### config.mk
export PLATFORM = sky130hd
export DESIGN_NAME = exchange_fsm_flat
export DESIGN_NICKNAME = d
export VERILOG_FILES = /design/src/verilog/dht11_pkg.sv /design/src/verilog/sensor_link_if.sv /design/src/verilog/exchange_fsm.sv /design/src/flat_wrapper.sv
export SDC_FILE = /design/constraint.sdc
export NUM_CORES = 1
export LEC_CHECK = 0
export BUFFER_PORTS_ARGS = -buffer_cell sky130_fd_sc_hd__buf_2
export CORE_ASPECT_RATIO = 1.1
export CORE_MARGIN = 5
export CORE_UTILIZATION = 30
export CTS_BUF_LIST = sky130_fd_sc_hd__clkbuf_16
export DETAILED_ROUTE_END_ITERATION = 7
export MAX_ROUTING_LAYER = met4
export PLACE_DENSITY = 0.43
export SLEW_MARGIN = 20
export SYNTH_ARGS = -nofsm -noshare
export SYNTH_HDL_FRONTEND = slang
export SYNTH_SLANG_ARGS = --single-unit
### constraint.sdc
create_clock -name clk -period 2.4 [get_ports clk]
set_input_delay 0.12 -clock clk [delete_from_list [all_inputs] [get_ports clk]]
set_output_delay 0.12 -clock clk [all_outputs]
set_load 0.005 [all_outputs]
### src/verilog/dht11_pkg.sv
`default_nettype none

package dht11_pkg;

  //////////////////////////////////////////////////////////////////////
  // exchange sequence
  //////////////////////////////////////////////////////////////////////

  // one state per phase of the single-wire exchange
  typedef enum logic [2:0] {
    st_idle,
    st_start_low,
    st_wait_resp_low,
    st_wait_resp_high,
    st_wait_data,
    st_read_bits
  } exchange_state_e;

  // 22 bits covers three seconds of microseconds
  typedef logic [21:0] usec_count_t;

  //////////////////////////////////////////////////////////////////////
  // frame layout
  //////////////////////////////////////////////////////////////////////

  typedef logic [7:0] sensor_byte_t;

  // sensor sends humidity first, checksum last, msb first
  typedef struct packed {
    sensor_byte_t humidity_int;
    sensor_byte_t humidity_dec;
    sensor_byte_t temperature_int;
    sensor_byte_t temperature_dec;
    sensor_byte_t checksum;
  } sensor_frame_t;

  localparam int unsigned FRAME_BITS = 40;

  // default timing, 100 MHz clock
  localparam int unsigned DEF_CLKS_PER_USEC = 100;
  localparam int unsigned DEF_IDLE_USEC = 3_000_000;
  localparam int unsigned DEF_START_LOW_USEC = 20_000;
  localparam int unsigned DEF_TIMEOUT_USEC = 100_000;
  // high pulse of 26-28 us is a zero, 70 us is a one
  localparam int unsigned DEF_ONE_MIN_USEC = 50;

endpackage

`default_nettype wire

### src/verilog/sensor_link_if.sv
`timescale 1ns/1ps
`default_nettype none

interface sensor_link_if (
  input logic clk
);

  // synchronized copy of the data line
  logic line_level;
  // single-cycle edge strobes
  logic line_rise;
  logic line_fall;
  // single-cycle strobe, once per microsecond
  logic usec_tick;

  // driven by the line monitor only
  modport source (
    input  clk,
    output line_level,
    output line_rise,
    output line_fall,
    output usec_tick
  );

  // fsm and bit decoder only look
  modport sink (
    input clk,
    input line_level,
    input line_rise,
    input line_fall,
    input usec_tick
  );

endinterface

`default_nettype wire

### src/verilog/exchange_fsm.sv
`timescale 1ns/1ps
`default_nettype none

module exchange_fsm #(
  parameter int unsigned IDLE_USEC      = dht11_pkg::DEF_IDLE_USEC,
  parameter int unsigned START_LOW_USEC = dht11_pkg::DEF_START_LOW_USEC,
  parameter int unsigned TIMEOUT_USEC   = dht11_pkg::DEF_TIMEOUT_USEC
) (
  input  logic        clk,
  input  logic        reset_p,
  sensor_link_if.sink link,
  input  logic        frame_done,
  output logic        drive_low,
  output logic        read_active
);

  import dht11_pkg::*;

  localparam usec_count_t IDLE_LIMIT    = usec_count_t'(IDLE_USEC);
  localparam usec_count_t START_LIMIT   = usec_count_t'(START_LOW_USEC);
  localparam usec_count_t TIMEOUT_LIMIT = usec_count_t'(TIMEOUT_USEC);

  exchange_state_e state_q;
  exchange_state_e state_d;
  usec_count_t     phase_cnt;
  logic            timed_out;
  logic            bit_edge;

  // any waiting phase gives up past the limit
  assign timed_out = (phase_cnt > TIMEOUT_LIMIT);

  // in the read phase the timeout runs per line edge,
  // a whole frame is far longer than one bit
  assign bit_edge = read_active & (link.line_rise | link.line_fall);

  //////////////////////////////////////////////////////////////////////
  // next state
  //////////////////////////////////////////////////////////////////////

  always_comb begin
    state_d = state_q;
    case (state_q)
      st_idle: begin
        if (phase_cnt >= IDLE_LIMIT) state_d = st_start_low;
      end
      // host holds the line low, then lets go
      st_start_low: begin
        if (phase_cnt >= START_LIMIT) state_d = st_wait_resp_low;
      end
      // sensor answers low ...
      st_wait_resp_low: begin
        if (timed_out) state_d = st_idle;
        else if (link.line_fall) state_d = st_wait_resp_high;
      end
      // ... then high ...
      st_wait_resp_high: begin
        if (timed_out) state_d = st_idle;
        else if (link.line_rise) state_d = st_wait_data;
      end
      // ... then falls into the first bit
      st_wait_data: begin
        if (timed_out) state_d = st_idle;
        else if (link.line_fall) state_d = st_read_bits;
      end
      st_read_bits: begin
        if (timed_out || frame_done) state_d = st_idle;
      end
      default: state_d = st_idle;
    endcase
  end

  always_ff @(posedge clk or posedge reset_p) begin
    if (reset_p) state_q <= st_idle;
    else state_q <= state_d;
  end

  //////////////////////////////////////////////////////////////////////
  // phase counter
  //////////////////////////////////////////////////////////////////////

  // restart on state change, count microseconds otherwise
  always_ff @(posedge clk or posedge reset_p) begin
    if (reset_p) begin
      phase_cnt <= '0;
    end else if ((state_d != state_q) || bit_edge) begin
      phase_cnt <= '0;
    end else if (link.usec_tick) begin
      phase_cnt <= phase_cnt + 1'b1;
    end
  end

  // outputs straight from state
  assign drive_low   = (state_q == st_start_low);
  assign read_active = (state_q == st_read_bits);

endmodule

`default_nettype wire

### src/flat_wrapper.sv
// flat-port wrapper written by rule: the top's interface ports become plain ports
module exchange_fsm_flat import dht11_pkg::*;
#(
  parameter int unsigned IDLE_USEC      = dht11_pkg::DEF_IDLE_USEC,
  parameter int unsigned START_LOW_USEC = dht11_pkg::DEF_START_LOW_USEC,
  parameter int unsigned TIMEOUT_USEC   = dht11_pkg::DEF_TIMEOUT_USEC
)
  (clk, reset_p, frame_done, drive_low, read_active, link_line_level, link_line_rise, link_line_fall, link_usec_tick);
  sensor_link_if link_i (.clk(clk));
  input  logic clk;
  input  logic reset_p;
  input  logic frame_done;
  output logic drive_low;
  output logic read_active;
  input wire logic [$bits(link_i.line_level)-1:0] link_line_level;
  input wire logic [$bits(link_i.line_rise)-1:0] link_line_rise;
  input wire logic [$bits(link_i.line_fall)-1:0] link_line_fall;
  input wire logic [$bits(link_i.usec_tick)-1:0] link_usec_tick;
  assign link_i.line_level = link_line_level;
  assign link_i.line_rise = link_line_rise;
  assign link_i.line_fall = link_line_fall;
  assign link_i.usec_tick = link_usec_tick;
  exchange_fsm #(.IDLE_USEC(IDLE_USEC), .START_LOW_USEC(START_LOW_USEC), .TIMEOUT_USEC(TIMEOUT_USEC)) u_core (.clk(clk), .reset_p(reset_p), .link(link_i), .frame_done(frame_done), .drive_low(drive_low), .read_active(read_active));
endmodule
# --- After elaboration in Yosys (flattened, before gate mapping) ---
# Cells that the tools add are included.
totals:
  register_bits: 25
  input_bits: 7
  out_inout_bits: 2
  elab_cells: 30
classes:
  add_sub_neg: 1
  order_cmp: 3
  eq_ne: 6
  mux: 12
  bitwise: 2
  n_reduce_logical: 4
op_table:
  columns: ["op", "n"]
  rows:
  - ["$mux W22", 2]
  - ["$mux W3", 9]
  - ["$add A22 B1 Y22 const B", 1]
  - ["$ge A22 B15 Y1 const B", 1]
  - ["$ge A22 B22 Y1 const B", 1]
  - ["$gt A22 B17 Y1 const B", 1]
  - ["$pmux W3 S6", 1]
  - ["$eq A3 B2 Y1 const B", 2]
  - ["$eq A3 B3 Y1 const B", 2]
  - ["$eq A3 B1 Y1 const B", 1]
  - ["$logic_not A3 Y1", 1]
  - ["$ne A3 B3 Y1", 1]
  - ["$logic_or A1 B1 Y1", 2]
  - ["$reduce_bool A2 Y1", 1]
  - ["$and A1 B1 Y1", 1]
  - ["$or A1 B1 Y1", 1]

# --- Depth between registers and ports, before layout ---
depth:
  word_depth: 7
  mapped_depth: 8
  ltp_nobuf: 7

# --- Least setup slack after synthesis ---
# Ideal clock, no wire load.
synth_path:
  path_kind: "flip-flop to flip-flop"
  from: "reg u_core.phase_cnt[18]"
  to: "reg u_core.phase_cnt[1]"
  arrival_time_ps: 2031
  required_time_ps: 2320
  setup_slack_ps: 289
  path_stages_with_launch: 7
  period_less_slack_ps: 2111
  cell_sequence: "dfrtp_1 or4_4 or3_1 a222oi_1 buf_4 nand2_1 nor3_2"
synth_between:
  elab_chain_len: 7
  word_cells_on_any_way: 15
  cone_classes: "order compare: 3; eq/ne: 1; mux: 8; reduce/logical: 3"
synth_rtl:
  columns: ["element", "line_no", "rtl"]
  rows:
  - ["from (decl)", "exchange_fsm.sv:25", "usec_count_t phase_cnt;"]
  - ["from (signal assigned)", "exchange_fsm.sv:88", "phase_cnt <= phase_cnt + 1'b1;"]
  - ["$gt A22 B17 Y1", "exchange_fsm.sv:30", "assign timed_out = (phase_cnt > TIMEOUT_LIMIT);"]
  - ["$logic_or A1 B1 Y1", "exchange_fsm.sv:66", "if (timed_out || frame_done) state_d = st_idle;"]
  - ["$mux W3", "exchange_fsm.sv:66", null]
  - ["$pmux W3 S6 (*)", "exchange_fsm.sv:42", "case (state_q)"]
  - ["$ne A3 B3 Y1 (*)", "exchange_fsm.sv:85", "end else if ((state_d != state_q) || bit_edge) begin"]
  - ["$logic_or A1 B1 Y1 (*)", "exchange_fsm.sv:85", null]
  - ["$mux W22 or $reduce_bool A2 Y1 (tied branches)", null, null]
# Mark *: on every way between the ends. The rest lies on a longest branch, timed or not.
# A chain may end at the register's enable or synchronous reset.

# --- Worst setup path in the final report ---
layout_path:
  from: "reg u_core.phase_cnt[5]"
  to: "reg u_core.phase_cnt[19]"
layout_between:
  elab_chain_len: 7
  word_cells_on_any_way: 17
  cone_classes: "add/sub: 1; order compare: 3; eq/ne: 1; mux: 9; reduce/logical: 3"
layout_rtl:
  columns: ["element", "line_no"]
  rows:
  - ["$gt A22 B17 Y1", "exchange_fsm.sv:30"]
  - ["$logic_or A1 B1 Y1", "exchange_fsm.sv:66"]
  - ["$mux W3", "exchange_fsm.sv:66"]
  - ["$pmux W3 S6", "exchange_fsm.sv:42"]
  - ["$ne A3 B3 Y1", "exchange_fsm.sv:85"]
  - ["$logic_or A1 B1 Y1", "exchange_fsm.sv:85"]
  - ["$mux W22 or $reduce_bool A2 Y1 (tied branches)", null]
# Parallel ways exist; a longest one is shown, timed or not. The select of a mux whose other input is x is not followed.

==> flow_metrics.tcl <==
set metrics [dict create \
    yosysWarnings 0 \
    p_comb_share_pct 19.6 \
    synth.top_cell.area_share_pct 35.59 \
    cp_slowest_stage_delay_ns 0.57 \
    dieArea_sq_um 7492 \
    synthCells 198 \
    synth-seq-area-share_pct 35.59 \
    pwr-share-seq_pct 47.6 \
    drt_pass1_iterations 5 \
    clock_path_buffers 2 \
    clock.fmax_mhz 441.6 \
    yosysMostFrequentCell "nand2_1" \
    syn_area_sq_um 1758 \
    fillers 636 \
    startpoint_type "register" \
    netSwitchingFraction_pct 28.94 \
    min_period_over_period_pct 94.35 \
    whs_ns 0.2245 \
    htree_levels 1 \
    outcome "finished, final reports clean" \
    dpl.hpwl_um 2956 \
    total_power_mw 1.130 \
    fin_skew_ns 0.003000 \
    path_cells "or4_1 > a211oi_2 > o21ai_2 > a222oi_1 > buf_4 > buf_4 > nand2_1 > nor3_1" \
    slew_headroom_pct 62.54 \
    via_count 1446 \
    arrival_ns 2.44 \
    grt-ovfl-total 0 \
    io_buffers 7 \
    worstMarginPinSlew_ns 0.5611 \
    root_buffer "clkbuf_16" \
    netlist_top_cells_area "dfrtp_1, nor3_2, xnor2_1" \
    crit_path_frequent_cell "buf_4" \
    antenna_left 0 \
    critPathRequiredTime_ns 2.58 \
    fin_setup_tns_ns 0 \
    synth_edf_count 0 \
    synth_commonest_cells "nand2_1, dfrtp_1, nor3_2, xnor2_1, nand3_1" \
    power_density_nw_per_um2 559.2 \
    grt_pass1_vias 1446 \
    synth-seq-cells 25 \
    cts_sinks 25 \
    drt_iter0_markers 34 \
    synth.largest_area_cell "dfrtp_1" \
    maxCapViolations 0 \
    p_leak_nw 0.9530 \
    gr-usage-all-layers_pct 11.50 \
    antenna_cells 0 \
    die_height_um 90.29 \
    peakVddDrop_v 0.0003617 \
    finalHoldViolations 0 \
    cts_made_buffers 3 \
    tritoncts "built" \
    post-route-drc-count 0 \
    ys_types 45 \
    utilization_pct 35.25 \
    grt_max_degree 26 \
    path_clk_slew_ns 0.06 \
    core_area_sq_um 5733 \
    start_util_pct 30.66 \
    syn_to_final_growth_pct 14.95 \
    fin_nets 220 \
    grt_pass1_wl_um 6913 \
    fp-row-count 29 \
    drive_gt1_share_pct 25.24 \
    finalSetupViolations 0 \
    antenna_found_initial 0 \
    crit_path_top_delay_cell "or4_1" \
    critPathCaptureType "register" \
    clkPwrFrac_pct 32.8 \
    switching_power_uw 327.0 \
    viasPerCell 5.038 \
    wire_per_inst_um 14.39 \
    syn_avg_cell_area_sq_um 8.878 \
    maxSlewViolCount 0 \
    critical_path_class "reg2reg" \
    clkLatencyLatePin_ns 0.26 \
    synthArstFlopShare_pct 100.0 \
    io_pins 9 \
    fin_crit_ns 2.264 \
    drt-total-wl_um 4130 \
    synth_flop_cell "dfrtp_1" \
    place_congestion 0.8221 \
    dieWidth_um 82.99 \
    cp_max_fo 7 \
    internal_power_uw 803.0 \
    syn_nets 207 \
    min_path_type "in2reg" \
]
-- final timing paths --
kind | startpoint | endpoint | slack [ns] | depth (start not counted)
max in group asynchronous | reset_p | u_core.phase_cnt[0]$_DFFE_PP0P_ | 1.57 | 3
worst min register to register | u_core.phase_cnt[10]$_DFFE_PP0P_ | u_core.phase_cnt[10]$_DFFE_PP0P_ | 0.59 | 3
worst max-delay path | u_core.phase_cnt[5]$_DFFE_PP0P_ | u_core.phase_cnt[19]$_DFFE_PP0P_ | 0.14 | 8
worst min-delay path | frame_done | u_core.state_q[2]$_DFF_PP0_ | 0.22 | 3
min in group asynchronous | reset_p | u_core.phase_cnt[10]$_DFFE_PP0P_ | 0.46 | 3
worst max register to register | u_core.phase_cnt[5]$_DFFE_PP0P_ | u_core.phase_cnt[19]$_DFFE_PP0P_ | 0.14 | 8
-- cells by family (layout without fill, tap and decap cells) --
| logic type | count (synthesis) | count (layout) | synth area share (%) |
|---|---|---|---|
| adder cells (fa/ha/maj) | 2 | 2 | 1.423 |
| flip-flops | 25 | 25 | 35.59 |
| XOR/XNOR | 21 | 21 | 10.46 |
| AND/OR/NAND/NOR | 108 | 108 | 37.65 |
| AO/OA/AOI/OAI | 25 | 25 | 10.25 |
| buffers and inverters | 17 | 29 | 4.626 |
-- per-stage QoR --
stage / instance area (sq um) / instances / worst slack (ns)
final: 2021 / 287 / 0.1356
after global routing: 2021 / 287 / -0.03936
after CTS: 1989 / 284 / 0.06669
after detailed placement: 1911 / 280 / 0.1052
after global placement: 1911 / 280 / 0.1213
after floorplan: 1758 / 198 / 0.2887
-- power groups by stage --
stage	combinational, mW	clock (mW)	sequential (mW)
floorplan	0.180	0	0.531
global placement	0.216	0	0.544
finish	0.221	0.370	0.538
detailed placement	0.223	0	0.543
CTS	0.222	0.380	0.538
global route	0.255	0.397	0.545
-- cell type report --
cell class | count | area [sq um] | area share (%)
Timing Repair Buffer | 19 | 137.6 | 6.811
Clock inverter | 1 | 3.754 | 0.1858
Inverter | 6 | 22.52 | 1.115
Multi-Input combinational cell | 156 | 1060 | 52.45
Clock buffer | 3 | 75.07 | 3.715
Sequential cell | 25 | 625.6 | 30.96
Tap cell | 77 | 96.34 | 4.768
-- critical path, delay by kind of cell (launching register included) --
family | cells | cell delay, ns
and+or+nand+nor | 3 | 0.78
AOI/OAI and AO/OA | 3 | 0.66
DFF | 1 | 0.40
buffers and inverters | 2 | 0.33
-- timing repair --
action / in CTS / in global routing
gates resized for setup: 0 / 4
hold buffers: 0 / 1
buffers inserted: 0 / 1
setup endpoints to repair: 0 / 15
hold endpoints to repair: 0 / 25
-- sequential cells by signal (all words and copies together), names as in the netlist --
register / count
u_core.phase_cnt: 22
u_core.state_q: 3
-- metal layers --
metal,part of all wire (%),up-vias,track usage (%)
met5,0,-,-
met4,1.3,0,3.270
met3,2.7,6,1.825
met2,48,14,19.45
met1,48,707,14.17
li1,-,719,-
-- placed cells by master, fill, tap and decap left out, types with 5 or more instances in the layout --
master,instances
nand3_1,8
nand4_1,5
buf_2,8
nor3_2,21
o21ai_0,6
dfrtp_1,25
buf_4,9
inv_1,6
and3_1,5
nand2_1,37
xnor2_1,17
nor2_1,5
No activity file was read; power rests on OpenSTA's default activity.
