`src/verilog/dht11_pkg.sv`:
```
`default_nettype none

package dht11_pkg;

  //////////////////////////////////////////////////////////////////////
  // exchange sequence
  //////////////////////////////////////////////////////////////////////

  // one state per phase of the single-wire exchange
  typedef enum logic [2:0] {
    st_idle,
    st_start_low,
    st_wait_resp_low,
    st_wait_resp_high,
    st_wait_data,
    st_read_bits
  } exchange_state_e;

  // 22 bits covers three seconds of microseconds
  typedef logic [21:0] usec_count_t;

  //////////////////////////////////////////////////////////////////////
  // frame layout
  //////////////////////////////////////////////////////////////////////

  typedef logic [7:0] sensor_byte_t;

  // sensor sends humidity first, checksum last, msb first
  typedef struct packed {
    sensor_byte_t humidity_int;
    sensor_byte_t humidity_dec;
    sensor_byte_t temperature_int;
    sensor_byte_t temperature_dec;
    sensor_byte_t checksum;
  } sensor_frame_t;

  localparam int unsigned FRAME_BITS = 40;

  // default timing, 100 MHz clock
  localparam int unsigned DEF_CLKS_PER_USEC = 100;
  localparam int unsigned DEF_IDLE_USEC = 3_000_000;
  localparam int unsigned DEF_START_LOW_USEC = 20_000;
  localparam int unsigned DEF_TIMEOUT_USEC = 100_000;
  // high pulse of 26-28 us is a zero, 70 us is a one
  localparam int unsigned DEF_ONE_MIN_USEC = 50;

endpackage

`default_nettype wire

```
`src/verilog/sensor_link_if.sv`:
```
`timescale 1ns/1ps
`default_nettype none

interface sensor_link_if (
  input logic clk
);

  // synchronized copy of the data line
  logic line_level;
  // single-cycle edge strobes
  logic line_rise;
  logic line_fall;
  // single-cycle strobe, once per microsecond
  logic usec_tick;

  // driven by the line monitor only
  modport source (
    input  clk,
    output line_level,
    output line_rise,
    output line_fall,
    output usec_tick
  );

  // fsm and bit decoder only look
  modport sink (
    input clk,
    input line_level,
    input line_rise,
    input line_fall,
    input usec_tick
  );

endinterface

`default_nettype wire

```
`src/verilog/bit_decoder.sv`:
```
`timescale 1ns/1ps
`default_nettype none

module bit_decoder #(
  parameter int unsigned ONE_MIN_USEC = dht11_pkg::DEF_ONE_MIN_USEC
) (
  input  logic                    clk,
  input  logic                    reset_p,
  sensor_link_if.sink             link,
  input  logic                    read_active,
  output logic                    frame_done,
  output dht11_pkg::sensor_frame_t frame
);

  import dht11_pkg::*;

  localparam int BIT_CNT_W = $clog2(FRAME_BITS + 1);
  localparam logic [BIT_CNT_W-1:0] LAST_BIT = BIT_CNT_W'(FRAME_BITS - 1);
  localparam usec_count_t ONE_LIMIT = usec_count_t'(ONE_MIN_USEC);

  logic                  high_phase;
  usec_count_t           high_cnt;
  logic [BIT_CNT_W-1:0]  bit_cnt;
  logic [FRAME_BITS-1:0] shift_q;
  logic                  bit_value;

  // long high pulse reads as one
  assign bit_value = (high_cnt >= ONE_LIMIT);

  //////////////////////////////////////////////////////////////////////
  // pulse measurement and shift
  //////////////////////////////////////////////////////////////////////

  always_ff @(posedge clk or posedge reset_p) begin
    if (reset_p) begin
      high_phase <= 1'b0;
      high_cnt   <= '0;
      bit_cnt    <= '0;
      shift_q    <= '0;
      frame_done <= 1'b0;
    end else if (!read_active) begin
      // outside the read phase, hold everything cleared
      high_phase <= 1'b0;
      high_cnt   <= '0;
      bit_cnt    <= '0;
      shift_q    <= '0;
      frame_done <= 1'b0;
    end else begin
      frame_done <= 1'b0;
      if (link.line_rise) begin
        // start of a data pulse
        high_phase <= 1'b1;
        high_cnt   <= '0;
      end else if (high_phase && link.line_fall) begin
        // pulse over, msb first
        shift_q    <= {shift_q[FRAME_BITS-2:0], bit_value};
        high_phase <= 1'b0;
        high_cnt   <= '0;
        if (bit_cnt == LAST_BIT) begin
          bit_cnt    <= '0;
          frame_done <= 1'b1;
        end else begin
          bit_cnt <= bit_cnt + 1'b1;
        end
      end else if (high_phase && link.line_level && link.usec_tick) begin
        high_cnt <= high_cnt + 1'b1;
      end
    end
  end

  // valid while frame_done is high, cleared once read phase ends
  assign frame = sensor_frame_t'(shift_q);

endmodule

`default_nettype wire

```
`src/flat_wrapper.sv`:
```
// flat-port wrapper written by rule: the top's interface ports become plain ports
module bit_decoder_flat import dht11_pkg::*;
#(
  parameter int unsigned ONE_MIN_USEC = dht11_pkg::DEF_ONE_MIN_USEC
)
  (clk, reset_p, read_active, frame_done, frame, link_line_level, link_line_rise, link_line_fall, link_usec_tick);
  sensor_link_if link_i (.clk(clk));
  input  logic clk;
  input  logic reset_p;
  input  logic read_active;
  output logic frame_done;
  output dht11_pkg::sensor_frame_t frame;
  input wire logic [$bits(link_i.line_level)-1:0] link_line_level;
  input wire logic [$bits(link_i.line_rise)-1:0] link_line_rise;
  input wire logic [$bits(link_i.line_fall)-1:0] link_line_fall;
  input wire logic [$bits(link_i.usec_tick)-1:0] link_usec_tick;
  assign link_i.line_level = link_line_level;
  assign link_i.line_rise = link_line_rise;
  assign link_i.line_fall = link_line_fall;
  assign link_i.usec_tick = link_usec_tick;
  bit_decoder #(.ONE_MIN_USEC(ONE_MIN_USEC)) u_core (.clk(clk), .reset_p(reset_p), .link(link_i), .read_active(read_active), .frame_done(frame_done), .frame(frame));
endmodule
```
`config.mk`:
```
export PLATFORM = sky130hd
export DESIGN_NAME = bit_decoder_flat
export DESIGN_NICKNAME = d
export VERILOG_FILES = /design/src/verilog/dht11_pkg.sv /design/src/verilog/sensor_link_if.sv /design/src/verilog/bit_decoder.sv /design/src/flat_wrapper.sv
export SDC_FILE = /design/constraint.sdc
export NUM_CORES = 1
export LEC_CHECK = 0
export BUFFER_PORTS_ARGS = -buffer_cell sky130_fd_sc_hd__buf_2
export CORE_ASPECT_RATIO = 1.1
export CORE_MARGIN = 4
export CORE_UTILIZATION = 30
export DETAILED_ROUTE_END_ITERATION = 12
export GPL_ROUTABILITY_DRIVEN = 0
export SYNTH_ARGS = -nofsm -noshare
export SYNTH_HDL_FRONTEND = slang
export SYNTH_SLANG_ARGS = --single-unit
```
`constraint.sdc`:
```
create_clock -name clk -period 2 [get_ports clk]
set_clock_uncertainty 0.2 [all_clocks]
set_input_delay 0.1 -clock clk [delete_from_list [all_inputs] [get_ports clk]]
set_output_delay 0.1 -clock clk [all_outputs]
set_load 0.005 [all_outputs]
```
**Word level (Yosys, flattened, before mapping)**

Index checks and enable logic that the tools add are counted.

- Word-level logic and storage cells: 35
- Bits of input ports: 7
- Output and inout bits: 41
- Register bits: 70

- Reductions and logical operators: 4
- Order comparisons: 1
- Mux-type cells: 18
- Add/sub/neg operators: 2
- Eq/ne operators: 5

Operator list:

| operator | count |
|---|---|
| 40-bit 2-to-1 mux | 3 |
| 22-bit 2-to-1 mux | 4 |
| 6-bit 2-to-1 mux | 4 |
| 22-bit by 1-bit adder with 22-bit output (second input constant) | 1 |
| 22-bit by 6-bit greater-or-equal comparator with 1-bit output (second input constant) | 1 |
| 1-bit 2-to-1 mux | 7 |
| 6-bit by 1-bit adder with 6-bit output (second input constant) | 1 |
| 6-bit equality test (second input constant) | 1 |
| 4-bit by 1-bit inequality test with 1-bit output (second input constant) | 1 |
| 1-bit logical AND | 3 |
| 3-bit by 1-bit inequality test with 1-bit output (second input constant) | 1 |
| 2-bit by 1-bit inequality test with 1-bit output (second input constant) | 1 |
| 2-bit inequality test (second input constant) | 1 |
| 2-bit AND reduction | 1 |

**Longest topological paths before layout**

Gate-level depths: netlist of the first run.

- Depth in word-level cells: 6
- Gate-level depth with buffers: 6

**Worst setup path before layout of the first run**

OpenSTA, ideal clock, no wires.

- Kind: reg2reg
- From: register u_core.high_cnt[8]
- To: register u_core.high_cnt[19]
- Arrival: 1.879 ns
- Data required time: 1.722 ns
- Setup slack: -0.157 ns
- Setup time: 0.078 ns
- Period minus slack after synthesis: 2.157 ns
- Stages on the path, launching flop included: 7
- Cell sequence: dfrtp_1 clkbuf_1 nand3_1 or4_1 buf_2 or4_1 a21oi_1

- Cells in the longest elaborated chain, start to end: 5

Ends and longest elaborated chain:

| item | line | source |
|---|---|---|
| start, declared | bit_decoder.sv:22 | `usec_count_t high_cnt;` |
| start signal, assigned | bit_decoder.sv:66 | `high_cnt <= high_cnt + 1'b1;` |
| 22-bit by 1-bit adder with 22-bit output | bit_decoder.sv:66 |  |
| 22-bit 2-to-1 mux | bit_decoder.sv:65 | `end else if (high_phase && link.line_level && link.usec_tick) begin` |
| 22-bit 2-to-1 mux | bit_decoder.sv:54 | `end else if (high_phase && link.line_fall) begin` |
| 22-bit 2-to-1 mux | bit_decoder.sv:50 | `if (link.line_rise) begin` |
| 22-bit 2-to-1 mux | bit_decoder.sv:41 | `end else if (!read_active) begin` |

No other way between the ends. The select of a mux whose other input is x is not followed.
A chain may end at the register's enable or synchronous reset.

**Worst setup path after layout of the first run**

- From: register u_core.high_cnt[1]
- To: register u_core.high_cnt[19]

Same word-level chain as after synthesis.

==> results of run 1 <==
## layout make-up
class | instances | share of cell area [%]
clock buffer | 12 | 4.02
clock inverter | 4 | 1.17
inverter | 8 | 0.876
multi-input combinational | 167 | 30.7
sequential | 70 | 45.4
tap | 117 | 3.80
timing repair buffer | 81 | 14.0
## routing by layer
layer  global-route usage, %  share of wire (%)
met4                    6.04                2.8
met3                    2.86                5.7
met1                    15.6                 46
met5                       0                  0
met2                    18.1                 45
## cell families (layout without fill, tap and decap cells)
logic type	Yosys count	after routing	share of synthesized area, %
flops	70	70	58.7
fa+ha+maj	3	3	1.26
compound gates	74	74	18.7
simple gates	79	79	15.2
mux	1	1	0.335
buf+inv	23	105	2.93
xor+xnor	10	10	2.93
## through the flow
step                      std cells  hold slack, ps
final                           459            98.5
after global routing            459             128
after CTS                       458            71.6
after detailed placement        435            31.5
after global placement          435            28.9
after floorplan                 260            17.0
## what timing repair did
action | 4_1_cts | 5_1_grt
setup endpoints to repair | 10 | 9
hold endpoints to repair | 77 | 0
pin swaps | 10 | 2
hold buffers | 5 | 0
setup buffers | 2 | 1
gates resized for setup | 6 | 1
## final timing paths
path	slack (ps)	depth (start not counted)	to
worst max-delay path	-20	5	u_core.high_cnt[19]
worst min-delay path	100	4	u_core.high_cnt[0]
worst max register to register	-20	5	u_core.high_cnt[19]
worst min register to register	280	1	u_core.bit_cnt[5]
max in group asynchronous	1090	4	u_core.bit_cnt[2]
min in group asynchronous	210	4	u_core.frame[7]
## worst max-delay path: cells and delay by family (launching register included)
kind | cells | cell delay, ps
buffers and inverters | 1 | 120
AND/OR/NAND/NOR | 3 | 1150
AO/OA/AOI/OAI | 1 | 140
flip-flops | 1 | 360
## state kept, by name (all words and copies together) (netlist names)
signal / count
u_core.bit_cnt: 6
u_core.frame: 40
u_core.frame_done: 1
u_core.high_cnt: 22
u_core.high_phase: 1
## power by group
group          leakage (nW)  internal (W)  total [W]  switching, W
Clock                 0.106      0.000638    0.00115      0.000513
Sequential            0.977       0.00142    0.00142    0.00000422
Combinational         0.769     0.0000338   0.000110     0.0000760
Total                  1.85       0.00209    0.00268      0.000593
## layout by cell type (no fill, tap or decap), drive strengths merged, types with 2 or more instances in the layout
cell type	instances
buf	76
dfrtp	70
a22o	41
a21oi	14
nand2	13
nand4	12
nor2	12
clkbuf	12
nand3	9
nor4	8
inv	7
o21ai	7
xnor2	7
or4	7
or3	6
dlygate4sd3	5
o31ai	4
nor3	3
xor2	3
clkinv	3
ha	3
and3	2
nand2b	2
a211o	2
==> results_dict.tcl, run 1 <==
set metrics [dict create \
    clock_latency_ps 340 \
    track_usage_pct 11.9 \
    hpwl_mm 4.38 \
    fin_util_pct 40.4 \
    synth_nets 270 \
    wl_per_cell_microns 14.4 \
    crit_slowest_cell "or4_4" \
    cpPeakStageDelay_ps 590 \
    syn_inst 260 \
    regArea_sq_um 1750 \
    drc 0 \
    violations "setup timing" \
    root_buffer "clkbuf_8" \
    start_util_pct 31.3 \
    rsz0062_at_grt "yes" \
    power_w 0.00268 \
    drive_gt1_share_pct 31.3 \
    status "complete, but fails checks" \
    place_ws_ps -130 \
    rows 37 \
    fp.dieH_microns 113 \
    power_density_nw_per_um2 696 \
    htree_levels 3 \
    clock-sinks 70 \
    postPlaceCellArea_sq_um 3550 \
    yosysUniqueCellTypes 37 \
    antenna_found_initial 0 \
    antenna_cells 0 \
    die_x_microns 103 \
    coreArea_sq_um 9540 \
    port_buffers 47 \
    slew_viol_final 0 \
    fin_nets 347 \
    yosysWarnings 0 \
    fmax_mhz 494 \
    netlist_area_sq_um 2990 \
    maxSlewHeadroom_pct 72.5 \
    syn_to_final_growth_pct 29.2 \
    startpoint "u_core.high_cnt[1]" \
    pin_count 48 \
    clk_pin_slew_ps 70 \
    num_vias 2401 \
    finalCritPeriodShare_pct 101 \
    viasPerCell 5.23 \
    yosysMostFrequentCell "dfrtp_1" \
    critPathCaptureType "register" \
    cp.arrival_ps 2100 \
    period_needed_ps 2020 \
    synth_top_area_share_pct 58.7 \
    netlist_top_cells_count "70 x dfrtp_1, 41 x a22o_1, 14 x a21oi_1, 14 x clkbuf_1, 13 x nand2_1" \
    totalWireLength_mm 6.60 \
    path_max_fanout 8 \
    fin_ws_ps -24.4 \
    fin_area_sq_um 3860 \
    synth_ff_type "dfrtp_1" \
    p_leak_nw 1.85 \
    min-delay-start "link_line_level" \
    yosysSeqAreaShare_pct 58.7 \
    postRouteAntennaNets 0 \
    die-area_sq_um 11600 \
    ys_top_cells_by_area "dfrtp_1 59%, a22o_1 12%, a21oi_1 2.3%, nand4_1 2.3%, xnor2_1 2.1%" \
    tightest_slew_ps 412 \
    grt_start_max_net_pins 71 \
    worstPathCellList "buf_4 > nand4_1 > or4_4 > or4_1 > a21oi_1" \
    cts_buffers 9 \
    tritoncts "done" \
    setup_viol 5 \
    reg2reg_from "u_core.high_cnt[1]" \
    worstPathRequired_ps 2070 \
    ys_seq_elements 70 \
    hp-class "in -> reg" \
    grt_pass1_vias 2374 \
    synth-edff-count 0 \
    synthArstFlopShare_pct 100 \
    synth_area_per_cell_sq_um 11.5 \
    worstSetupStartpointType "register" \
    nFillCells 900 \
    fin_tns_setup_ps -56.8 \
    grt_first_pass_wirelength_mm 11.1 \
    cts_buffer_depth 2 \
    firstDrtPassIters 5 \
    synth_area_leader_cell "dfrtp_1" \
    worstSetupPathType "reg -> reg" \
    multi_input_area_sq_um 1180 \
    maxCapViolations 0 \
    finalHoldViolCount 0 \
    first_iter_violations 57 \
    ir_drop_uv 227 \
    grt-ovfl-total 0 \
]
Power figures use the tool's default switching activity.
==> inputs of run 2 (changes only) <==
--- a/config.mk
+++ b/config.mk
@@ -11,6 +11,8 @@
 export CORE_UTILIZATION = 30
 export DETAILED_ROUTE_END_ITERATION = 12
 export GPL_ROUTABILITY_DRIVEN = 0
+export RECOVER_POWER = 100
+export SLEW_MARGIN = 20
 export SYNTH_ARGS = -nofsm -noshare
 export SYNTH_HDL_FRONTEND = slang
 export SYNTH_SLANG_ARGS = --single-unit
==> run 2 against run 1 <==
  * The flow still finishes with violations (setup timing)
  * Critical path type unchanged
  * Power is 0.24% lower
  * Setup slack improved by 0.92 ps
  * Non-clock buffer count unchanged
  * Highest routed layer unchanged
  * Die area unchanged
  * Core utilization is 0.47 points lower
  * Sequential power is essentially flat
  * First-iteration DRC count increased by 68%
  * Largest power group unchanged
  * Largest cell class unchanged
==> results_dict.tcl, run 2 (synthesis gave the netlist of run 1 again) <==
set metrics [dict create \
    grt-ovfl-total 0 \
    reg2reg_from "u_core.high_cnt[1]" \
    antenna_cells 0 \
    fmax_mhz 494 \
    final_cell_mix "70 x dfrtp_1, 41 x a22o_1, 26 x clkbuf_1, 26 x buf_4, 21 x buf_2" \
    crit_family "simple AND/OR/NAND/NOR gates" \
    r2r_setup_slack_ps -20 \
    startpoint "u_core.high_cnt[1]" \
    tritoncts "done" \
    place_ws_ps -130 \
    root_buffer "clkbuf_8" \
    grt_first_pass_wirelength_mm 11.1 \
    postRouteAntennaNets 0 \
    die-area_sq_um 11600 \
    firstDrtPassIters 6 \
    largest_register_ffs 40 \
    htree_levels 3 \
    hp-class "in -> reg" \
    p_leak_nw 1.74 \
    power_density_nw_per_um2 702 \
    finalCritPeriodShare_pct 101 \
    maxSlewHeadroom_pct 37.3 \
    fp.dieH_microns 113 \
    crit_slowest_cell "or4_4" \
    viasPerCell 5.17 \
    period_needed_ps 2020 \
    totalWireLength_mm 6.62 \
    clk_pin_slew_ps 70 \
    hpwl_mm 4.38 \
    drive_gt1_share_pct 23.7 \
    worstSetupStartpointType "register" \
    place_inst 435 \
    tightest_slew_ps 940 \
    crit_cells 5 \
    crit_end "u_core.high_cnt[19]" \
    worstPathCellList "buf_4 > nand4_1 > or4_4 > or4_1 > a21oi_1" \
    stdcell_count 459 \
    port_buffers 47 \
    fin_nets 347 \
    track_usage_pct 11.9 \
    path_max_fanout 8 \
    cp.arrival_ps 2090 \
    fin_hold_ws_ps 89.9 \
    finalHoldViolCount 0 \
    drc 0 \
    grt_start_max_net_pins 71 \
    rsz0062_at_grt "yes" \
    clock-sinks 70 \
    status "complete, but fails checks" \
    r2r_cells 5 \
    hold-path-cell-count 4 \
    r2r_end "u_core.high_cnt[19]" \
    violations "setup timing" \
    cpPeakStageDelay_ps 590 \
    grt_pass1_vias 2374 \
    cts_buffer_depth 2 \
    final_common_cell "dfrtp_1" \
    antenna_found_initial 0 \
    worstPathRequired_ps 2070 \
    path_buf_inv 1 \
    die_x_microns 103 \
    worstSetupPathType "reg -> reg" \
    coreArea_sq_um 9540 \
    maxCapViolations 0 \
    critPathCaptureType "register" \
    num_vias 2375 \
    slew_viol_final 0 \
    pin_count 48 \
    cts_buffers 9 \
    setup_viol 4 \
    fin_ws_ps -23.4 \
    rows 37 \
    start_util_pct 31.3 \
    ir_drop_uv 227 \
    clock_latency_ps 340 \
    first_iter_violations 96 \
    wl_per_cell_microns 14.4 \
    syn_to_final_growth_pct 27.7 \
]
[run 2: what timing repair did]
item	in CTS	in global routing
setup endpoints to repair	10	9
pin swaps	10	2
resized for setup	6	1
hold buffers	5	0
hold endpoints to repair	77	0
setup buffers	2	1
[run 2: worst min-delay path by stage]
stage | endpoint | startpoint | slack, ps
2_1_floorplan | u_core.high_phase | link_line_rise | 20
3_3_place_gp | u_core.frame[6] | reset_p | 30
3_5_place_dp | u_core.frame[7] | reset_p | 30
4_1_cts | u_core.high_cnt[2] | link_usec_tick | 70
5_1_grt | u_core.high_cnt[13] | link_usec_tick | 130
6_report | u_core.high_cnt[0] | link_usec_tick | 90
[run 2: routing by layer]
metal | routed length, microns | vias up | GRT usage [%]
met4 | 165 | 0 | 6.04
met1 | 3030 | 1168 | 15.6
met5 | 0 | - | 0
met2 | 3050 | 57 | 18.1
met3 | 377 | 13 | 2.86
li1 | - | 1137 | -
[run 2: report_power, final]
group | switching (W) | total, W | internal [W] | leakage (nW)
Combinational | 0.0000751 | 0.000105 | 0.0000300 | 0.652
Sequential | 0.00000430 | 0.00142 | 0.00142 | 0.977
Clock | 0.000511 | 0.00115 | 0.000638 | 0.106
Total | 0.000591 | 0.00268 | 0.00209 | 1.74
[run 2: layout make-up]
class                      count  area [sq um]
multi-input combinational    167          1180
fill                         925          5730
clock inverter                 4          45.0
clock buffer                  12           155
tap                          117           146
sequential                    70          1750
timing repair buffer          81           495
inverter                       8          33.8
[run 2: worst register-to-register path, delay by kind of cell, from the launching register on]
| family | cells | cell delay [ps] |
|---|---|---|
| simple gates | 3 | 1150 |
| flops | 1 | 360 |
| compound gates | 1 | 140 |
| buf+inv | 1 | 120 |
[run 2: through the flow]
stage                     power, W  area [sq um]  setup TNS [ps]  utilization, %
final                      0.00268          3810           -50.3            40.0
after global routing       0.00281          3810            -422            40.0
after CTS                  0.00273          3840           -98.2            40.3
after detailed placement   0.00155          3550            -843            37.2
after global placement     0.00155          3550            -278            37.2
after floorplan            0.00151          3010            -383               -
