File: config.mk
export PLATFORM = sky130hd
export DESIGN_NAME = line_monitor_flat
export DESIGN_NICKNAME = d
export VERILOG_FILES = /design/src/verilog/dht11_pkg.sv /design/src/verilog/sensor_link_if.sv /design/src/verilog/line_monitor.sv /design/src/flat_wrapper.sv
export SDC_FILE = /design/constraint.sdc
export NUM_CORES = 1
export LEC_CHECK = 0
export BUFFER_PORTS_ARGS = -buffer_cell sky130_fd_sc_hd__buf_2
export CORE_AREA = 10 10 47 49
export DETAILED_ROUTE_END_ITERATION = 6
export DIE_AREA = 0 0 57 59
export HOLD_SLACK_MARGIN = 0.08
export PLACE_DENSITY = 0.7
export SYNTH_ARGS = -nofsm -noshare
export SYNTH_HDL_FRONTEND = slang
export SYNTH_SLANG_ARGS = --single-unit
File: constraint.sdc
create_clock -name clk -period 1.19 [get_ports clk]
set_input_delay 0.1785 -clock clk [delete_from_list [all_inputs] [get_ports clk]]
set_output_delay 0.1785 -clock clk [all_outputs]
set_load 0.01 [all_outputs]
File: src/verilog/dht11_pkg.sv
`default_nettype none

package dht11_pkg;

  //////////////////////////////////////////////////////////////////////
  // exchange sequence
  //////////////////////////////////////////////////////////////////////

  // one state per phase of the single-wire exchange
  typedef enum logic [2:0] {
    st_idle,
    st_start_low,
    st_wait_resp_low,
    st_wait_resp_high,
    st_wait_data,
    st_read_bits
  } exchange_state_e;

  // 22 bits covers three seconds of microseconds
  typedef logic [21:0] usec_count_t;

  //////////////////////////////////////////////////////////////////////
  // frame layout
  //////////////////////////////////////////////////////////////////////

  typedef logic [7:0] sensor_byte_t;

  // sensor sends humidity first, checksum last, msb first
  typedef struct packed {
    sensor_byte_t humidity_int;
    sensor_byte_t humidity_dec;
    sensor_byte_t temperature_int;
    sensor_byte_t temperature_dec;
    sensor_byte_t checksum;
  } sensor_frame_t;

  localparam int unsigned FRAME_BITS = 40;

  // default timing, 100 MHz clock
  localparam int unsigned DEF_CLKS_PER_USEC = 100;
  localparam int unsigned DEF_IDLE_USEC = 3_000_000;
  localparam int unsigned DEF_START_LOW_USEC = 20_000;
  localparam int unsigned DEF_TIMEOUT_USEC = 100_000;
  // high pulse of 26-28 us is a zero, 70 us is a one
  localparam int unsigned DEF_ONE_MIN_USEC = 50;

endpackage

`default_nettype wire

File: src/verilog/sensor_link_if.sv
`timescale 1ns/1ps
`default_nettype none

interface sensor_link_if (
  input logic clk
);

  // synchronized copy of the data line
  logic line_level;
  // single-cycle edge strobes
  logic line_rise;
  logic line_fall;
  // single-cycle strobe, once per microsecond
  logic usec_tick;

  // driven by the line monitor only
  modport source (
    input  clk,
    output line_level,
    output line_rise,
    output line_fall,
    output usec_tick
  );

  // fsm and bit decoder only look
  modport sink (
    input clk,
    input line_level,
    input line_rise,
    input line_fall,
    input usec_tick
  );

endinterface

`default_nettype wire

File: src/verilog/line_monitor.sv
`timescale 1ns/1ps
`default_nettype none

module line_monitor #(
  parameter int unsigned CLKS_PER_USEC = dht11_pkg::DEF_CLKS_PER_USEC
) (
  input logic         clk,
  input logic         reset_p,
  input logic         line_in,
  sensor_link_if.source link
);

  // divider width, at least one bit
  localparam int DIV_W = (CLKS_PER_USEC > 1) ? $clog2(CLKS_PER_USEC) : 1;
  localparam logic [DIV_W-1:0] DIV_LAST = DIV_W'(CLKS_PER_USEC - 1);

  logic [1:0]       sync_q;
  logic             level_q;
  logic [DIV_W-1:0] div_cnt;

  //////////////////////////////////////////////////////////////////////
  // line conditioning
  //////////////////////////////////////////////////////////////////////

  // two-flop sync, then edge register
  // line rests high through the pull-up, so reset to one
  always_ff @(posedge clk or posedge reset_p) begin
    if (reset_p) begin
      sync_q         <= 2'b11;
      level_q        <= 1'b1;
      link.line_rise <= 1'b0;
      link.line_fall <= 1'b0;
    end else begin
      sync_q         <= {sync_q[0], line_in};
      level_q        <= sync_q[1];
      // strobes line up with the new level
      link.line_rise <= sync_q[1] & ~level_q;
      link.line_fall <= ~sync_q[1] & level_q;
    end
  end

  assign link.line_level = level_q;

  //////////////////////////////////////////////////////////////////////
  // microsecond tick
  //////////////////////////////////////////////////////////////////////

  // free-running from reset
  always_ff @(posedge clk or posedge reset_p) begin
    if (reset_p) begin
      div_cnt        <= '0;
      link.usec_tick <= 1'b0;
    end else if (div_cnt == DIV_LAST) begin
      div_cnt        <= '0;
      link.usec_tick <= 1'b1;
    end else begin
      div_cnt        <= div_cnt + 1'b1;
      link.usec_tick <= 1'b0;
    end
  end

endmodule

`default_nettype wire

File: src/flat_wrapper.sv
// flat-port wrapper written by rule: the top's interface ports become plain ports
module line_monitor_flat 
#(
  parameter int unsigned CLKS_PER_USEC = dht11_pkg::DEF_CLKS_PER_USEC
)
  (clk, reset_p, line_in, link_line_level, link_line_rise, link_line_fall, link_usec_tick);
  sensor_link_if link_i (.clk(clk));
  input logic clk;
  input logic reset_p;
  input logic line_in;
  output wire logic [$bits(link_i.line_level)-1:0] link_line_level;
  output wire logic [$bits(link_i.line_rise)-1:0] link_line_rise;
  output wire logic [$bits(link_i.line_fall)-1:0] link_line_fall;
  output wire logic [$bits(link_i.usec_tick)-1:0] link_usec_tick;
  assign link_line_level = link_i.line_level;
  assign link_line_rise = link_i.line_rise;
  assign link_line_fall = link_i.line_fall;
  assign link_usec_tick = link_i.usec_tick;
  line_monitor #(.CLKS_PER_USEC(CLKS_PER_USEC)) u_core (.clk(clk), .reset_p(reset_p), .line_in(line_in), .link(link_i));
endmodule
Word level (Yosys, flattened, before mapping):

Index checks and enable logic that the tools add are counted.

* add/sub/neg operators: 1
* multiplexer cells: 2
* equality and inequality tests: 1
* bitwise operators: 4

Operators with widths (count)
* adder 7 x 1 -> 7 bit, second input constant: 1
* equality test 7 bit, second input constant: 1
* 2-to-1 mux 7 bit: 1
* AND 1 bit: 2
* inverter 1 bit: 2
* 2-to-1 mux 1 bit: 1

* output and inout port bits: 4
* bits of input ports: 3
* register bits: 13
* logic and storage cells: 14

Longest topological paths before layout:

Gate-level depths: netlist of run 1.

* word-level depth: 2
* depth in mapped cells: 4
* gate-level depth less buffers: 4

Least setup slack after synthesis of run 1:

Ideal clock, no wire load.

* path kind: register to register
* from: register u_core.div_cnt[2]
* to: register u_core.div_cnt[5]
* cell stages (with the launch flop): 4
* arrival time: 1038 ps
* library setup time: 122 ps
* clock period less this slack: 1160 ps
* buffers on the path: 0
* setup slack: 30 ps
* required time: 1068 ps
* cells stage by stage: dfrtp_1 > or3_4 > nor2_8 > nor3_2

* cells in the longest elaborated chain, start to end: 2
* elaborated cells between the ends (all ways): 3
* those cells by class: add/sub (1); eq/ne (1); mux (1)

RTL lines
* start: declaration: line line_monitor.sv:19 `logic [DIV_W-1:0] div_cnt;`
* start signal: assignment: line line_monitor.sv:57 `div_cnt <= div_cnt + 1'b1;`
* adder 7 x 1 -> 7 bit / equality test 7 bit (equally long branches): line line_monitor.sv:57, line_monitor.sv:53
* 2-to-1 mux 7 bit *: line line_monitor.sv:53 `end else if (div_cnt == DIV_LAST) begin`

Mark *: on every way between the ends. The rest lies on a longest branch, timed or not.

Worst setup path in the final report of run 1:

* from: register u_core.level_q, in the netlist u_core.link.line_level
* to: output port link_line_level

RTL lines
* start: declaration: line line_monitor.sv:18 `logic level_q;`
* start signal: assignment: line line_monitor.sv:35 `level_q <= sync_q[1];`
* end: declaration: line flat_wrapper.sv:11 `output wire logic [$bits(link_i.line_level)-1:0] link_line_level;`

No word-level cell between the ends.

==> impl_metrics.json, run 1 <==
{
  "outcome": "completed",
  "critPathLaunchType": "flop",
  "grt_util_all_layers_pct": 5.621,
  "cpLargestDelayFamily": "flip-flops",
  "drive_gt1_share_pct": 44.44,
  "final_core_util_pct": 45.89,
  "wl_microns": 818,
  "core_area_sq_um": 1401,
  "ant_nets": 0,
  "required_ns": 1.01,
  "cts_tree": "built",
  "cts_resized": 0,
  "ys_seq_area_share_pct": 63.83,
  "power_density_nw_per_um2": 1174,
  "syn_avg_cell_area_sq_um": 13.57,
  "crit_chain": "buf_2",
  "relSlewSlack_pct": 68.98,
  "fin_crit_sh_pct": 93.99,
  "synthesis.area_sq_um": 515.5,
  "die_area_sq_um": 3363,
  "synth_cells": 38,
  "synth-seq-cells": 13,
  "max_cap_violations": 0,
  "clkTransAtPathRegs_ns": 0.08,
  "rows": 14,
  "antenna_found_initial": 0,
  "io-pin-count": 7,
  "dp_hpwl_microns": 617,
  "grt_pass1_wl_microns": 1435,
  "antennaDiodeCount": 0,
  "cts-root-buf": "clkbuf_4",
  "die_w_microns": 57,
  "worst-path-stages": 1,
  "fillers": 141,
  "async_reset_ff_share_pct": 100.0,
  "min_period_ns": 1.118,
  "portBuffers": 6,
  "hold_depth": 0,
  "max_freq_mhz": 894.1,
  "hold_violations": 0,
  "synth_edf_count": 0,
  "drtIter0Drc": 1,
  "clockBufferDepth": 2,
  "insertion_delay_ns": 0.28,
  "yosys_warnings": 0,
  "wire_per_inst_microns": 11.69,
  "end_kind": "output pin",
  "start_util_pct": 36.79,
  "fp.dieH_microns": 59,
  "slowest_delay_ns": 0.54,
  "grt_max_degree": 14,
  "peakVddDrop_uv": 740.8,
  "critPathMaxFanout": 3,
  "routed_via_density": 4.800,
  "drc_errors": 0,
  "skew_ns": 0.001279,
  "crit_path_top_delay_cell": "dfstp_2",
  "rsz0062_at_grt": "false",
  "worstRegToRegCells": 3,
  "synth_cell_types": 19,
  "syn2layout_area_growth_pct": 24.76,
  "nNetsFinal": 59,
  "fin_setup_tns_ns": 0,
  "postSynth.topFlopCell": "dfrtp_1",
  "place_congestion": 0.7258,
  "mappedNetlistNets": 42,
  "clock-sinks": 13,
  "dr.pass1.iters": 2,
  "path_buf_inv": 1,
  "critPathArrivalTime_ns": 0.94,
  "cts_made_buffers": 3,
  "final_max_slew_viol_count": 0,
  "worst-setup-path-type": "flop to output pin",
  "hp-class": "flop to flop",
  "setup_viol": 0,
  "grt.overflow.total": 0,
  "tightest_slew_ns": 0.4647,
  "htreeDepth": 1,
  "grt_pass1_vias": 354,
  "vias": 336,
  "cellLeakagePower_nw": 0.3217
}
==> cells by family after synthesis <==
group	Yosys count	synth area share, %
and+or+nand+nor	17	23.54
DFF	13	63.84
xor gates and xnor gates	3	5.098
AOI/OAI and AO/OA	2	2.427
buffers and inverters	1	0.7275
muxes	1	1.942
adders and majority gates	1	2.427
==> path summary, 6_finish.rpt <==
check,from,endpoint,slack (ns)
worst max register to register,u_core.div_cnt[2]$_DFF_PP0_,u_core.div_cnt[5]$_DFF_PP0_,0.08
worst max-delay path,u_core.link.line_level$_DFF_PP1_,link_line_level,0.07
min in group asynchronous,reset_p,u_core.link.line_rise$_DFF_PP0_,0.45
worst min-delay path,u_core.sync_q[0]$_DFF_PP1_,u_core.sync_q[1]$_DFF_PP1_,0.36
max in group asynchronous,reset_p,u_core.sync_q[1]$_DFF_PP1_,0.40
worst min register to register,u_core.sync_q[0]$_DFF_PP1_,u_core.sync_q[1]$_DFF_PP1_,0.36
==> synth_stat cells, types with 2 or more instances <==
library cell | n | area share, %
a31oi_1 | 2 | 2.4
dfrtp_1 | 10 | 49
dfstp_2 | 3 | 15
nand2_1 | 2 | 1.5
nand3_1 | 3 | 2.9
nor2_2 | 2 | 2.4
nor2b_1 | 2 | 2.4
xnor2_1 | 3 | 5.1
==> registers in the layout (all words and copies together), names as in the netlist <==
name,cells
u_core.link.line_level,1
u_core.link.line_fall,1
u_core.link.line_rise,1
u_core.link.usec_tick,1
u_core.sync_q,2
u_core.div_cnt,7
==> stage by stage <==
stage	power, mW	setup slack, ns	std cells	hold slack (ns)	area [sq um]
after floorplan	0.4774	0.02991	38	0.05331	515.5
after global placement	0.4876	0.07744	64	0.2039	595.6
after detailed placement	0.4890	0.05533	64	0.2111	595.6
after CTS	0.7673	0.04573	70	0.3616	643.1
after global routing	0.7860	0.007235	70	0.3671	643.1
final	0.7550	0.07153	70	0.3586	643.1
==> layout make-up <==
type | instances | area [sq um] | share of cell area (%)
multi-input cells | 24 | 182.7 | 28.40
flip-flops and latches | 13 | 329.1 | 51.17
inverters | 1 | 3.754 | 0.5837
repair buffers | 12 | 80.08 | 12.45
clock buffers | 3 | 22.52 | 3.502
clock inverters | 1 | 5.005 | 0.7782
well taps | 16 | 20.02 | 3.113
==> report_power, final <==
group / leakage (nW) / internal [mW] / switching, mW / total, mW
Clock: 0.0177 / 0.125 / 0.146 / 0.271
Sequential: 0.155 / 0.454 / 0.00337 / 0.457
Combinational: 0.149 / 0.0119 / 0.0148 / 0.0268
Total: 0.322 / 0.591 / 0.164 / 0.755
==> cells in the final DEF, fill, tap and decap left out, types with 2 or more instances in the layout <==
cell,n
a31oi_1,2
buf_2,6
buf_4,4
clkbuf_4,3
dfrtp_1,10
dfstp_2,3
dlygate4sd3_1,2
nand2_1,2
nand3_1,3
nor2_2,2
nor2b_1,2
xnor2_1,3
==> repair_timing <==
action | CTS | global route
hold buffers | 2 | 0
setup endpoints to repair | 0 | 1
hold endpoints to repair | 11 | 0
buffers inserted | 0 | 0
==> layer usage <==
metal	global-route usage, %	wire [microns]	vias up
met5	0	0	-
met2	8.217	406	6
met4	5.034	25	0
met1	5.711	343	166
li1	-	-	161
met3	3.004	42	3
==> worst register-to-register path: cells and delay by family (launching register included) <==
kind / cells / cell delay (ns)
DFF: 1 / 0.39
and+or+nand+nor: 3 / 0.62
Power figures use the tool's default switching activity.
==> inputs of run 2 (changes only) <==
BUFFER_PORTS_ARGS = -buffer_cell sky130_fd_sc_hd__buf_4   (was -buffer_cell sky130_fd_sc_hd__buf_2)
==> run 2 against run 1 <==
Net effect:
- sequential share of layout area is 1.5 points lower
- wire length is 17% higher
- combinational power up 17%
- critical path type is now flop to flop
- largest cell class unchanged
- highest routed layer unchanged
==> impl_metrics.json, run 2 (synthesis results as in run 1) <==
{
  "start_util_pct": 36.79,
  "end_kind": "flop",
  "cts-root-buf": "clkbuf_4",
  "worst-setup-path-type": "flop to flop",
  "syn2layout_area_growth_pct": 28.64,
  "antennaDiodeCount": 0,
  "tightest_slew_ns": 0.4683,
  "rows": 14,
  "insertion_delay_ns": 0.28,
  "layout_common_cells": "10 x buf_4, 10 x dfrtp_1, 3 x xnor2_1, 3 x clkbuf_4, 3 x dfstp_2",
  "vias": 350,
  "grt_pass1_wl_microns": 1607,
  "wl_microns": 959,
  "grt_max_degree": 14,
  "ant_nets": 0,
  "crit_top_cell": "a31oi_1",
  "required_ns": 1.35,
  "place_congestion": 0.7526,
  "crit_chain": "ha_1, buf_4, a31oi_1, a31oi_1",
  "die_w_microns": 57,
  "grt_pass1_vias": 386,
  "drtIter0Drc": 3,
  "clkTransAtPathRegs_ns": 0.08,
  "hp-class": "flop to flop",
  "fp.dieH_microns": 59,
  "critPathArrivalTime_ns": 1.31,
  "antenna_found_initial": 0,
  "power_density_nw_per_um2": 1156,
  "routed_via_density": 5.000,
  "dr.pass1.iters": 4,
  "top_regs": "u_core.div_cnt: 7 flops, u_core.sync_q: 2 flops",
  "io-pin-count": 7,
  "path_buf_inv": 1,
  "core_area_sq_um": 1401,
  "cts_setup_buffers": 0,
  "clockBufferDepth": 2,
  "slowest_delay_ns": 0.40,
  "dp_hpwl_microns": 684.5,
  "crit_path_top_delay_cell": "dfrtp_1",
  "final_max_slew_viol_count": 0,
  "nNetsFinal": 59,
  "regMostFlops": "u_core.div_cnt",
  "portBuffers": 6,
  "outcome": "completed",
  "fin_crit_sh_pct": 96.69,
  "cts_made_buffers": 3,
  "peakVddDrop_uv": 764.2,
  "min_period_ns": 1.151,
  "max_cap_violations": 0,
  "grt_util_all_layers_pct": 6.277,
  "critPathLaunchType": "flop",
  "wire_per_inst_microns": 13.70,
  "htreeDepth": 1,
  "largest_register_ffs": 7,
  "stdcell_area_sq_um": 663.1,
  "cpLargestDelayFamily": "flip-flops",
  "cts_tree": "built",
  "drc_errors": 0,
  "final_core_util_pct": 47.32,
  "skew_ns": 0.0009104,
  "setup_viol": 0,
  "critPathMaxFanout": 4,
  "drive_gt1_share_pct": 46.30,
  "clock-sinks": 13,
  "grt.overflow.total": 0,
  "cellLeakagePower_nw": 0.3250,
  "relSlewSlack_pct": 68.74,
  "die_area_sq_um": 3363,
  "hold_violations": 0,
  "max_freq_mhz": 869.1,
  "dpl_cell_area_sq_um": 610.6
}
==> run 2: power breakdown <==
group / total [mW] / leakage (nW) / internal, mW / switching [mW]
Combinational: 0.0314 / 0.153 / 0.0165 / 0.0149
Clock: 0.277 / 0.0177 / 0.125 / 0.152
Sequential: 0.458 / 0.155 / 0.454 / 0.00404
Total: 0.767 / 0.325 / 0.596 / 0.171
==> run 2: path summary, 6_finish.rpt <==
path	startpoint	to	slack, ns	cells past startpoint
max	u_core.div_cnt[1]$_DFF_PP0_	u_core.div_cnt[6]$_DFF_PP0_	0.04	4
min in group asynchronous	reset_p	u_core.link.line_fall$_DFF_PP0_	0.46	3
max reg2reg	u_core.div_cnt[1]$_DFF_PP0_	u_core.div_cnt[6]$_DFF_PP0_	0.04	4
max in group asynchronous	reset_p	u_core.sync_q[1]$_DFF_PP1_	0.39	3
min reg2reg	u_core.sync_q[0]$_DFF_PP1_	u_core.sync_q[1]$_DFF_PP1_	0.37	0
min	u_core.sync_q[0]$_DFF_PP1_	u_core.sync_q[1]$_DFF_PP1_	0.37	0
==> run 2: per-stage QoR <==
step	setup TNS [ns]	setup WS, ns	std cells	power, mW	hold WS (ns)
6_report	0	0.03944	70	0.7667	0.3664
3_5_place_dp	0	0.03448	64	0.4941	0.2237
4_1_cts	0	0.02280	70	0.7808	0.3683
2_1_floorplan	0	0.02991	38	0.4774	0.05331
5_1_grt	-0.008132	-0.008132	70	0.8036	0.3720
3_3_place_gp	0	0.07714	64	0.4927	0.2193
==> run 2: what timing repair did <==
item                                   CTS  global route
hold buffers                             2             0
resized for setup                        0             1
endpoints found under the hold margin   11             0
setup endpoints to repair                0             1
==> run 2: area by class of cell <==
| cell class | instances | area, sq um |
|---|---|---|
| fillers | 134 | 738.2 |
| flip-flops and latches | 13 | 329.1 |
| multi-input cells | 24 | 187.7 |
| repair buffers | 12 | 95.09 |
| clock buffers | 3 | 22.52 |
| well taps | 16 | 20.02 |
| clock inverters | 1 | 5.005 |
| inverters | 1 | 3.754 |
==> run 2: per-layer routing <==
layer | GRT usage (%) | part of all wire, % | up-vias
met4 | 5.705 | 3.5 | 0
met5 | 0 | 0 | -
met1 | 4.988 | 35 | 176
met2 | 11.32 | 56 | 12
met3 | 2.790 | 5.7 | 3
li1 | - | - | 159
==> inputs of run 3 (changes only) <==
CORE_AREA = 3 3 40 42   (was 10 10 47 49)
DIE_AREA = 0 0 43 45   (was 0 0 57 59)
==> run 3 against run 2 <==
Net effect:
- via count is 3.7% lower
- clock power hardly changed
- global-route usage is 5.0 points higher
- register-to-register slack hardly changed
- clock-buffer cell count is 1 higher
- critical path type unchanged
- largest cell class unchanged
- largest power group unchanged
==> impl_metrics.json, run 3 (synthesis results as in run 1) <==
{
  "fin_setup_tns_ns": 0,
  "dpl_cell_area_sq_um": 609.3,
  "cellLeakagePower_nw": 0.3222,
  "max_freq_mhz": 870.3,
  "critPathLaunchType": "flop",
  "portBuffers": 6,
  "finalNonFillerCells": 69,
  "final_core_util_pct": 51.02,
  "wl_microns": 869,
  "vias": 337,
  "ant_nets": 0,
  "cts-root-buf": "clkbuf_4",
  "regMostFlops": "u_core.div_cnt",
  "routed_via_density": 4.884,
  "finalWorstSetupSlack_ns": 0.04096,
  "skew_ns": 0.0009890,
  "grt.overflow.total": 0,
  "fin_crit_sh_pct": 96.56,
  "p_total_mw": 0.7661,
  "dpl.cell_count": 63,
  "core_area_sq_um": 1285,
  "max_cap_violations": 0,
  "clkTransAtPathRegs_ns": 0.08,
  "antennaDiodeCount": 0,
  "layout_common_cells": "10 x buf_4, 10 x dfrtp_1",
  "r2r_start": "u_core.div_cnt[4]$_DFF_PP0_",
  "hold_violations": 0,
  "end_kind": "flop",
  "crit_chain": "or3_4, nor2_8, nor3_2",
  "critPathMaxFanout": 5,
  "fp.dieH_microns": 45,
  "ff2ff_setup_slack_ns": 0.04,
  "io-pin-count": 7,
  "drtIter0Drc": 8,
  "detailedPlace.worstSlack_ns": 0.06165,
  "htreeDepth": 1,
  "cts_made_buffers": 3,
  "hp-class": "flop to flop",
  "place_congestion": 0.7465,
  "min_period_ns": 1.149,
  "rows": 13,
  "wire_per_inst_microns": 12.59,
  "syn2layout_area_growth_pct": 27.18,
  "cts_setup_buffers": 0,
  "setup_viol": 0,
  "start_util_pct": 40.12,
  "seqCellArea_sq_um": 329.1,
  "holdWs_ns": 0.3728,
  "outcome": "completed",
  "critPathArrivalTime_ns": 1.32,
  "insertion_delay_ns": 0.28,
  "relSlewSlack_pct": 68.15,
  "stdcell_area_sq_um": 655.6,
  "power_density_nw_per_um2": 1169,
  "clockPowerShare_pct": 36.0,
  "fillers": 115,
  "multiInputGateArea_sq_um": 182.7,
  "drc_errors": 0,
  "worst-setup-path-type": "flop to flop",
  "final_max_slew_viol_count": 0,
  "seqPwrFrac_pct": 59.9,
  "crit_path_end": "u_core.div_cnt[5]$_DFF_PP0_",
  "top_regs": "u_core.div_cnt: 7 flops, u_core.sync_q: 2 flops",
  "slowest_delay_ns": 0.43,
  "p_sw_share_pct": 21.57,
  "worstRegToRegCells": 3,
  "required_ns": 1.36,
  "antenna_found_initial": 0,
  "cts_tree": "built",
  "p_int_mw": 0.6009,
  "largest_register_ffs": 7,
  "p_switching_mw": 0.1652,
  "grt_pass1_vias": 341,
  "drive_gt1_share_pct": 42.59,
  "die_area_sq_um": 1935,
  "nNetsFinal": 59,
  "critPathLaunch": "u_core.div_cnt[4]$_DFF_PP0_",
  "clockBufferDepth": 2,
  "dr.pass1.iters": 4,
  "dp_hpwl_microns": 614.7,
  "rsz0062_at_grt": "false",
  "die_w_microns": 43,
  "combinationalPowerShare_pct": 4.1,
  "grt_pass1_wl_microns": 1462,
  "tightest_slew_ns": 0.4773,
  "grt_max_degree": 14,
  "crit_path_top_delay_cell": "dfrtp_1",
  "rr_endpoint": "u_core.div_cnt[5]$_DFF_PP0_",
  "clock-sinks": 13,
  "grt_util_all_layers_pct": 11.29,
  "peakVddDrop_uv": 528.1
}
run 3: cell count changes in the layout (fill, tap and decap cells not counted):
| cell | before | now |
|---|---|---|
| nand3_2 | 1 | 0 |
| clkinv_2 | 1 | 0 |
| clkbuf_1 | 0 | 1 |
| nand3_1 | 2 | 3 |
run 3: cell type report:
cell class | count | area share, %
tap | 15 | 2.863
clock buffer | 4 | 4.008
sequential | 13 | 50.19
timing repair buffer | 12 | 14.50
multi-input combinational | 24 | 27.86
inverter | 1 | 0.5725
run 3: how the worst min path moves through the flow:
stage                                from                              end  depth (start not counted)
2_1_floorplan                     reset_p      u_core.div_cnt[0]$_DFF_PP0_                          1
3_3_place_gp                      reset_p  u_core.link.line_rise$_DFF_PP0_                          2
3_5_place_dp                      reset_p      u_core.div_cnt[3]$_DFF_PP0_                          2
4_1_cts        u_core.sync_q[0]$_DFF_PP1_       u_core.sync_q[1]$_DFF_PP1_                          0
5_1_grt        u_core.sync_q[0]$_DFF_PP1_       u_core.sync_q[1]$_DFF_PP1_                          0
6_report       u_core.sync_q[0]$_DFF_PP1_       u_core.sync_q[1]$_DFF_PP1_                          0
run 3: repair_timing:
item,4_1_cts,5_1_grt
hold endpoints to repair,11,0
hold buffers,2,0
resized for setup,0,0
run 3: power groups by stage:
stage	clock, mW	combinational, mW	sequential, mW
floorplan	0	0.00886	0.469
global placement	0	0.0265	0.466
detailed placement	0	0.0274	0.467
CTS	0.290	0.0326	0.459
global route	0.306	0.0346	0.460
finish	0.276	0.0315	0.459
run 3: layer usage:
metal | routed length [microns] | share of wire [%] | track usage, %
met1 | 390 | 45 | 13.52
met2 | 402 | 46 | 16.77
met3 | 47 | 5.4 | 3.586
met4 | 29 | 3.3 | 9.036
met5 | 0 | 0 | 0
run 3: critical path: cells and delay by family (launching register included):
family           cells  cell delay [ns]
and+or+nand+nor      3             0.61
DFF                  1             0.43
